==> config.mk <==
export PLATFORM = sky130hd
export DESIGN_NAME = cacheController
export DESIGN_NICKNAME = d
export VERILOG_FILES = /design/src/cachePkg.sv /design/src/cacheController.sv
export SDC_FILE = /design/constraint.sdc
export NUM_CORES = 1
export LEC_CHECK = 0
export ABC_CLOCK_PERIOD_IN_PS = 8000
export BUFFER_PORTS_ARGS = -buffer_cell sky130_fd_sc_hd__buf_2
export CAP_MARGIN = 5
export CORE_AREA = 10 10 216 218
export DETAILED_ROUTE_END_ITERATION = 10
export DIE_AREA = 0 0 226 228
export PLACE_DENSITY = 0.53
export RECOVER_POWER = 25
export SKIP_CTS_REPAIR_TIMING = 1
export SYNTH_ARGS = -nofsm -noshare
export SYNTH_HDL_FRONTEND = slang
export SYNTH_SLANG_ARGS = --single-unit
==> constraint.sdc <==
create_clock -name rwArbiterCacheBus -period 8 [get_ports rwArbiterCacheBus]
set_clock_uncertainty 0.2 [all_clocks]
set_input_delay 0 -clock rwArbiterCacheBus [delete_from_list [all_inputs] [get_ports rwArbiterCacheBus]]
set_output_delay 0 -clock rwArbiterCacheBus [all_outputs]
set_load 0.05 [all_outputs]
==> src/cachePkg.sv <==
package cachePkg;

    // Data word and byte address widths
    localparam int wordWidth = 64;
    localparam int addrWidth = 32;

    // Eight words per line, so a line is 64 bytes
    localparam int lineWords = 8;
    localparam int wordOffsetBits = 3;
    localparam int byteOffsetBits = 3;

    typedef logic [wordWidth-1:0] wordT;
    typedef logic [addrWidth-1:0] addrT;
    // Index of a word inside a line
    typedef logic [wordOffsetBits-1:0] wordSelT;

    // Request from the core
    typedef struct packed {
        addrT addr;
        wordT writeData;
        logic isWrite;
    } coreReqT;

    // Request to memory
    // Fill requests carry a line aligned address
    typedef struct packed {
        addrT addr;
        wordT writeData;
        logic isWrite;
    } memReqT;

    // Controller states
    typedef enum logic [2:0] {
        stIdle,
        stLookup,
        stFillReq,
        stFill,
        stWriteMem,
        stRespond
    } cacheStateT;

endpackage

==> src/cacheController.sv <==
`timescale 1ns/1ps

module cacheController #(
    parameter int setIndexBits = 4
) (
    input  logic rwArbiterCacheBus,
    input  logic rst,
    // Core side
    input  cachePkg::coreReqT coreReq,
    input  logic coreReqValid,
    output logic coreReqReady,
    output cachePkg::wordT coreRespData,
    output logic coreRespValid,
    input  logic coreRespReady,
    // Memory side
    output cachePkg::memReqT memReq,
    output logic memReqValid,
    input  logic memReqReady,
    input  cachePkg::wordT memRespData,
    input  logic memRespValid,
    // Tag store
    output cachePkg::addrT addr,
    input  logic hit,
    input  logic hitWay,
    input  logic victimWay,
    output logic tagWrite,
    output logic tagWay,
    output logic touch,
    output logic touchWay,
    // Data store
    output logic fillValid,
    output logic fillWay,
    output cachePkg::wordSelT fillSel,
    output cachePkg::wordT fillData,
    output logic wordWrite,
    output logic writeWay,
    output cachePkg::wordT writeData,
    output logic readWay,
    input  cachePkg::wordT readWord
);

    localparam int lineOffsetBits = cachePkg::wordOffsetBits + cachePkg::byteOffsetBits;
    localparam int tagWidth = cachePkg::addrWidth - setIndexBits - lineOffsetBits;

    cachePkg::cacheStateT state;
    cachePkg::cacheStateT nextState;
    // Accepted request, held until the response completes
    cachePkg::coreReqT reqReg;
    // Way chosen for the fill
    logic fillWayReg;
    cachePkg::wordSelT beatCount;
    cachePkg::wordSelT reqWordSel;
    cachePkg::addrT lineAddr;
    logic lastBeat;

    assign addr = reqReg.addr;
    assign reqWordSel = reqReg.addr[cachePkg::byteOffsetBits +: cachePkg::wordOffsetBits];
    // Tag and index with the line offset zeroed
    assign lineAddr = {reqReg.addr[cachePkg::addrWidth-1 -: tagWidth],
                       reqReg.addr[lineOffsetBits +: setIndexBits],
                       lineOffsetBits'(0)};
    assign lastBeat = (state == cachePkg::stFill) && memRespValid &&
                      (beatCount == cachePkg::wordSelT'(cachePkg::lineWords - 1));

    // Next state
    always_comb begin
        nextState = state;
        case (state)
            cachePkg::stIdle:
                if (coreReqValid && coreReqReady) nextState = cachePkg::stLookup;
            cachePkg::stLookup:
                // Writes always go to memory, hits are updated on the way
                if (reqReg.isWrite) nextState = cachePkg::stWriteMem;
                else if (hit) nextState = cachePkg::stRespond;
                else nextState = cachePkg::stFillReq;
            cachePkg::stFillReq:
                if (memReqReady) nextState = cachePkg::stFill;
            cachePkg::stFill:
                if (lastBeat) nextState = cachePkg::stRespond;
            cachePkg::stWriteMem:
                if (memReqReady) nextState = cachePkg::stRespond;
            cachePkg::stRespond:
                if (coreRespValid && coreRespReady) nextState = cachePkg::stIdle;
            default:
                nextState = cachePkg::stIdle;
        endcase
    end

    // Memory request straight from the latched request
    assign memReqValid = (state == cachePkg::stFillReq) || (state == cachePkg::stWriteMem);
    assign memReq.addr = reqReg.isWrite ? reqReg.addr : lineAddr;
    assign memReq.writeData = reqReg.isWrite ? reqReg.writeData : '0;
    assign memReq.isWrite = reqReg.isWrite;

    // Tag install and LRU update
    assign tagWrite = lastBeat;
    assign tagWay = fillWayReg;
    assign touch = ((state == cachePkg::stLookup) && hit) || lastBeat;
    assign touchWay = lastBeat ? fillWayReg : hitWay;

    // Fill beats land in the victim way
    assign fillValid = (state == cachePkg::stFill) && memRespValid;
    assign fillWay = fillWayReg;
    assign fillSel = beatCount;
    assign fillData = memRespData;

    // Write hit updates the word in place
    assign wordWrite = (state == cachePkg::stLookup) && reqReg.isWrite && hit;
    assign writeWay = hitWay;
    assign writeData = reqReg.writeData;
    assign readWay = hitWay;

    // Control state
    always_ff @(posedge rwArbiterCacheBus) begin
        if (rst) begin
            state <= cachePkg::stIdle;
            coreReqReady <= 1'b0;
            coreRespValid <= 1'b0;
            beatCount <= '0;
        end else begin
            state <= nextState;
            // Ready only while idle
            coreReqReady <= (nextState == cachePkg::stIdle);
            if (state == cachePkg::stFillReq) begin
                beatCount <= '0;
            end else if (fillValid) begin
                beatCount <= beatCount + 1'b1;
            end
            // Response rises after the last beat, the write handshake, or the hit read
            if (lastBeat) begin
                coreRespValid <= 1'b1;
            end else if ((state == cachePkg::stWriteMem) && memReqReady) begin
                coreRespValid <= 1'b1;
            end else if (state == cachePkg::stRespond) begin
                coreRespValid <= !(coreRespValid && coreRespReady);
            end
        end
    end

    // Payload registers
    always_ff @(posedge rwArbiterCacheBus) begin
        if (coreReqValid && coreReqReady) begin
            reqReg <= coreReq;
        end
        if (state == cachePkg::stLookup) begin
            fillWayReg <= victimWay;
        end
        // Keep the requested word as it streams past
        if (fillValid && (beatCount == reqWordSel)) begin
            coreRespData <= memRespData;
        end
        // Write responses carry no data
        if ((state == cachePkg::stWriteMem) && memReqReady) begin
            coreRespData <= '0;
        end
        // Hit data from the registered read, once
        if ((state == cachePkg::stRespond) && !coreRespValid) begin
            coreRespData <= readWord;
        end
    end

endmodule

* Yosys cells after proc, flatten, opt, wreduce, memory -nomap -nowiden *
Cells that the tools add are included.

storage, ports and cells
  register bits after elaboration = 170
  latch bits = 0
  memory bits (writable) = 0
  ROM bits = 0
  bits of input ports = 234
  word-level logic and storage cells = 53
  memories kept = 0

cells by class
  add/sub/neg operators = 1
  multiply operators = 0
  divide/modulo/power cells = 0
  $lt $le $gt $ge = 0
  equality and inequality tests = 7
  shift-type cells = 0
  multiplexer cells = 17
  bitwise gates (word level) = 0
  reductions and logical operators = 19

operators by type and width
  kind                 count
  $mux 64              4
  $mux 3               7
  $pmux 3 s6           1
  $logic_and 1x1->1    10
  $eq 3x3->1 const B   3
  $eq 3x2->1 const B   2
  $logic_not 3->1      2
  $mux 6               1
  $reduce_bool 3->1    2
  $mux 1               4
  $add 3x1->3 const B  1
  $eq 3x1->1 const B   1
  $eq 3x3->1           1
  $logic_not 1->1      2
  $logic_or 1x1->1     2
  $reduce_or 2->1      1

* Depth between registers and ports, before layout *
  word-level depth = 6
  mapped depth = 7

* Worst setup path before layout *
No wires, ideal clock.

  path kind = register -> register
  from = register state[2]
  to = register coreRespData[0] (enable)
  setup time = 574 ps
  data arrival time = 5,505 ps
  required time = 7,226 ps
  path slack = 1,720 ps
  stages on the path, launching flop included = 6
  path buffers = 2
  clock period less this slack = 6,280 ps
  cells stage by stage = dfxtp_1 -> buf_4 -> and4b_1 -> buf_4 -> nand3_1 -> o21ai_0

between the ends
  longest elaborated chain between the ends = 4
  elaborated cells on any way between the ends = 8
  those cells by class = 3 x eq/ne; 5 x reduce/logical

ends and longest elaborated chain
  item                                RTL line                RTL
  start, declared                     cacheController.sv:45   cachePkg::cacheStateT state;
  start signal, assigned              cacheController.sv:116  state <= cachePkg::stIdle;
  start signal, assigned              cacheController.sv:121  state <= nextState;
  $eq 3x2->1                          cacheController.sv:102  assign fillValid = (state == cachePkg::stFill) && memRespValid;
  $logic_and 1x1->1                   cacheController.sv:102
  net fillValid                       cacheController.sv:31   output logic fillValid,
  $logic_and 1x1->1                   cacheController.sv:149  if (fillValid && (beatCount == reqWordSel)) begin
  $reduce_bool 3->1 (no source line)  -
  end signal, assigned                cacheController.sv:150  coreRespData <= memRespData;
  end signal, assigned                cacheController.sv:158  coreRespData <= readWord;
  end, declared                       cacheController.sv:12   output cachePkg::wordT coreRespData,

The timed path passes the listed nets, and every way through them passes these cells.
A chain may end at the register's enable or synchronous reset.

* Worst setup path in the final report *
  from = register state[2]
  to = register coreRespData[62] (data pin)

between the ends
  longest elaborated chain between the ends = 4
  elaborated cells on any way between the ends = 6
  those cells by class = 2 x eq/ne; 2 x mux; 2 x reduce/logical

ends and longest elaborated chain
  item               RTL line                RTL
  $eq 3x3->1         cacheController.sv:153  if ((state == cachePkg::stWriteMem) && memReqReady) begin
  $logic_and 1x1->1  cacheController.sv:153
  $mux 64            cacheController.sv:153
  $mux 64 *          cacheController.sv:157  if ((state == cachePkg::stRespond) && !coreRespValid) begin

Mark *: on every way between the ends. The rest lies on a longest branch, timed or not.

==> impl_metrics.xml <==
<?xml version="1.0" encoding="UTF-8"?>
<metrics>
  <group name="outcome">
    <metric name="result_of_the_run" unit="">complete, no violations</metric>
  </group>
  <group name="routing">
    <metric name="drc_markers" unit="">0</metric>
    <metric name="routed_via_count" unit="">6664</metric>
    <metric name="drt_antenna_net_count" unit="">0</metric>
    <metric name="dr.pass1.iters" unit="">5</metric>
    <metric name="routed_wire_per_std_cell" unit="um">18.6</metric>
    <metric name="drt-initial-drc-count" unit="">393</metric>
    <metric name="via_per_inst" unit="">3.82</metric>
    <metric name="drt-total-wl" unit="um">32400</metric>
  </group>
  <group name="cts">
    <metric name="cts_made_buffers" unit="">17</metric>
    <metric name="clkTransAtPathRegs" unit="ns">0.07</metric>
    <metric name="cts_tree" unit="">built</metric>
    <metric name="cts-htree-levels" unit="">4</metric>
    <metric name="clkSinkCount" unit="">170</metric>
    <metric name="cts_max_path_buffers" unit="">2</metric>
    <metric name="clock_tree.root_cell" unit="">clkbuf_16</metric>
    <metric name="clock_insertion_delay_worst_skew" unit="ns">0.45</metric>
  </group>
  <group name="synth">
    <metric name="synth.cell_area" unit="sq mm">0.00730</metric>
    <metric name="ys_ff_latch" unit="">170</metric>
    <metric name="synth.cells.most_frequent" unit="">edfxtp_1 (162), buf_4 (97), and2_1 (71)</metric>
    <metric name="synth-edff-count" unit="">162</metric>
    <metric name="synth_cell_type_count" unit="">37</metric>
    <metric name="syn_nets" unit="">710</metric>
    <metric name="synth_top_cells_by_area" unit="">edfxtp_1 (67%), buf_4 (10%), a22o_1 (7.7%)</metric>
    <metric name="synthFlopType" unit="">edfxtp_1</metric>
    <metric name="synth.mux.area_fraction" unit="">0.00617</metric>
    <metric name="post-synth-top-count-cell" unit="">edfxtp_1</metric>
    <metric name="synth_xor_area_frac" unit="">0.00600</metric>
    <metric name="synth_compound_gate_area_share" unit="">0.0848</metric>
    <metric name="synth_top_cell_by_area" unit="">edfxtp_1</metric>
    <metric name="ys.warnings.count" unit="">0</metric>
    <metric name="dominant_combinational_cell_family_by_area_after_synthesis" unit="">buffers and inverters</metric>
    <metric name="synth-adder-area-share" unit="">0.00343</metric>
    <metric name="average_instance_area_after_synthesis" unit="sq um">15.4</metric>
    <metric name="synth_sequential_area_ratio" unit="">0.688</metric>
    <metric name="share_of_synthesized_flip_flops_with_an_asynchronous_set_or_reset" unit="">0</metric>
    <metric name="synth_top_area_frac" unit="">0.666</metric>
    <metric name="synth_simple_gate_area_share" unit="">0.0862</metric>
    <metric name="synthesis.instances" unit="">474</metric>
  </group>
  <group name="timing">
    <metric name="final_period_minus_worst_setup_slack" unit="ns">2.79</metric>
    <metric name="final_setup_tns" unit="ns">0</metric>
    <metric name="rsz0062_at_grt" unit="">false</metric>
    <metric name="achievable-frequency" unit="GHz">0.359</metric>
    <metric name="timing_max_transition_violations_final" unit="">0</metric>
    <metric name="worst-slew-pin-transition" unit="ns">0.923</metric>
    <metric name="min_period_over_period" unit="">0.348</metric>
    <metric name="relSlewSlack" unit="">0.385</metric>
    <metric name="timing.final.setup_violations" unit="">0</metric>
    <metric name="final_hold_violating_endpoints" unit="">0</metric>
  </group>
  <group name="die">
    <metric name="io_pins" unit="">570</metric>
    <metric name="die_h" unit="um">228</metric>
    <metric name="die_width" unit="um">226</metric>
    <metric name="dieArea" unit="sq mm">0.0515</metric>
    <metric name="area_of_the_core" unit="sq mm">0.0425</metric>
    <metric name="core.rowCount" unit="">76</metric>
    <metric name="starting_density" unit="">0.172</metric>
  </group>
  <group name="power">
    <metric name="switching_power" unit="mW">1.03</metric>
    <metric name="cellPowerDensity" unit="mW/mm^2">220</metric>
    <metric name="p_comb_frac" unit="">0.315</metric>
    <metric name="internal-power" unit="mW">1.79</metric>
    <metric name="leakage" unit="nW">5.70</metric>
    <metric name="total_power" unit="mW">2.82</metric>
    <metric name="vdd_ir_drop_max" unit="uV">128</metric>
    <metric name="power.clock.fraction" unit="">0.292</metric>
    <metric name="p_sw_frac" unit="">0.366</metric>
    <metric name="power_frac_seq" unit="">0.394</metric>
  </group>
  <group name="global_route">
    <metric name="grt_max_degree" unit="">74</metric>
    <metric name="antenna_violations_before_repair" unit="">1</metric>
    <metric name="gr-total-overflow" unit="">0</metric>
    <metric name="grt_pass1_wl" unit="um">41500</metric>
    <metric name="grt_pass1_vias" unit="">5992</metric>
    <metric name="gr-usage-all-layers" unit="">0.110</metric>
  </group>
  <group name="layout">
    <metric name="filler_free_cell_count_of_the_finished_design" unit="">1744</metric>
    <metric name="drive_above_1_share" unit="">0.453</metric>
    <metric name="finish.instance_area" unit="sq mm">0.0128</metric>
    <metric name="area_growth_syn_to_layout" unit="%">75.7</metric>
    <metric name="fin_nets" unit="">1420</metric>
  </group>
  <group name="placement">
    <metric name="gpl.final_weighted_congestion" unit="">0.832</metric>
    <metric name="postPlaceCellArea" unit="sq mm">0.00999</metric>
    <metric name="dp_hpwl" unit="um">24500</metric>
    <metric name="place.detailed.instances" unit="">1476</metric>
    <metric name="numPortBuffers" unit="">569</metric>
  </group>
  <group name="worst_setup_path">
    <metric name="crit_type" unit="">reg2reg</metric>
    <metric name="worstReg2RegStart" unit="">state[2]$_SDFF_PP0_</metric>
    <metric name="maximum_net_fanout_on_the_critical_path" unit="">64</metric>
    <metric name="worst-r2r-cell-count" unit="">6</metric>
    <metric name="worstPathRequired" unit="ns">8.10</metric>
    <metric name="startpoint_type" unit="">register</metric>
    <metric name="worst_ep_arrival_time" unit="ns">2.88</metric>
    <metric name="critical_path.endpoint_type" unit="">register</metric>
    <metric name="critical_path.startpoint" unit="">state[2]$_SDFF_PP0_</metric>
  </group>
  <group name="worst_hold_path">
    <metric name="hp-start" unit="">coreReq[80]</metric>
    <metric name="hp-class" unit="">in2reg</metric>
    <metric name="holdPathStages" unit="">2</metric>
  </group>
  <group name="flow_run">
    <metric name="cap_violations" unit="">0</metric>
  </group>
</metrics>
[through the flow]
step                      hold slack [ns]  utilization  setup WS (ns)
after floorplan                    -0.131            -           1.72
after global placement            -0.0232        0.235           5.35
after detailed placement          -0.0218        0.235           5.33
after CTS                          -0.523        0.249           5.31
after global routing               0.0158        0.302           5.12
final                              0.0566        0.302           5.21
[critical path: stages, from the launching register on]
cell,delay (ns)
dfxtp_1,0.48
nor2b_4,0.26
nand2_2,0.11
nor2_8,0.10
buf_4,0.55
a22o_1,0.26
dlygate4sd3_1,0.55
[power groups by stage]
stage / registers (mW) / clock network [mW] / logic, mW
6_report: 1.11 / 0.822 / 0.886
5_1_grt: 1.12 / 0.896 / 0.925
4_1_cts: 1.11 / 0.858 / 0.784
3_5_place_dp: 1.13 / 0 / 0.783
3_3_place_gp: 1.13 / 0 / 0.780
2_1_floorplan: 1.34 / 0 / 0.384
[path summary, 6_finish.rpt]
path / end / slack (ns)
worst max-delay path: coreRespData[62]$_DFFE_PP_ / 5.21
worst min-delay path: addr[15]$_DFFE_PP_ / 0.06
worst max register to register: coreRespData[62]$_DFFE_PP_ / 5.21
worst min register to register: fillSel[1]$_SDFFE_PP0P_ / 0.37
[state kept, by name, indices dropped and copies added (netlist names)]
register / cells
writeData: 64
fillWay: 1
coreRespValid: 1
memReq: 1
state: 3
coreReqReady: 1
addr: 32
coreRespData: 64
fillSel: 3
[routing by layer]
| layer | vias to the layer above | track usage | part of all wire |
|---|---|---|---|
| met1 | 3262 | 0.120 | 0.37 |
| met5 | - | 0 | 0 |
| met4 | 0 | 0.0378 | 0.015 |
| li1 | 3070 | - | - |
| met3 | 23 | 0.0414 | 0.079 |
| met2 | 309 | 0.193 | 0.53 |
[logic make-up (layout without fill, tap and decap cells)]
kind of cell | Yosys count | after routing
multiplexers | 4 | 4
buffers and inverters | 122 | 845
adder cells (fa/ha/maj) | 2 | 2
AND/OR/NAND/NOR | 98 | 98
other | 0 | 1
XOR/XNOR | 5 | 5
AO/OA/AOI/OAI | 73 | 73
flip-flops | 170 | 170
[final cells by class]
| class | instances | area (sq um) |
|---|---|---|
| Sequential cell | 170 | 5020 |
| Fill cell | 4328 | 29700 |
| Multi-Input combinational cell | 182 | 1380 |
| Timing Repair Buffer | 809 | 5140 |
| Clock buffer | 18 | 429 |
| Antenna cell | 1 | 2.50 |
| Inverter | 4 | 15.0 |
| Tap cell | 546 | 683 |
| Clock inverter | 14 | 149 |
[cell usage in the layout (no fill, tap or decap), types with 2 or more instances in the layout]
master and n:
edfxtp_1 162, nand2_1 4, dlygate4sd3_1 235, bufinv_16 2, nand3_1 4, nor2_1 5
xnor2_1 4, and3_1 2, clkinv_2 4, a31oi_1 2, buf_2 494, inv_1 3
a22o_1 64, clkbuf_1 76, clkinvlp_4 3, clkbuf_16 17, clkinv_4 3, nand2_2 2
dfxtp_1 8, buf_4 5, mux2i_1 3, and2_1 70, ha_1 2
(Power assumes the default switching activity.)
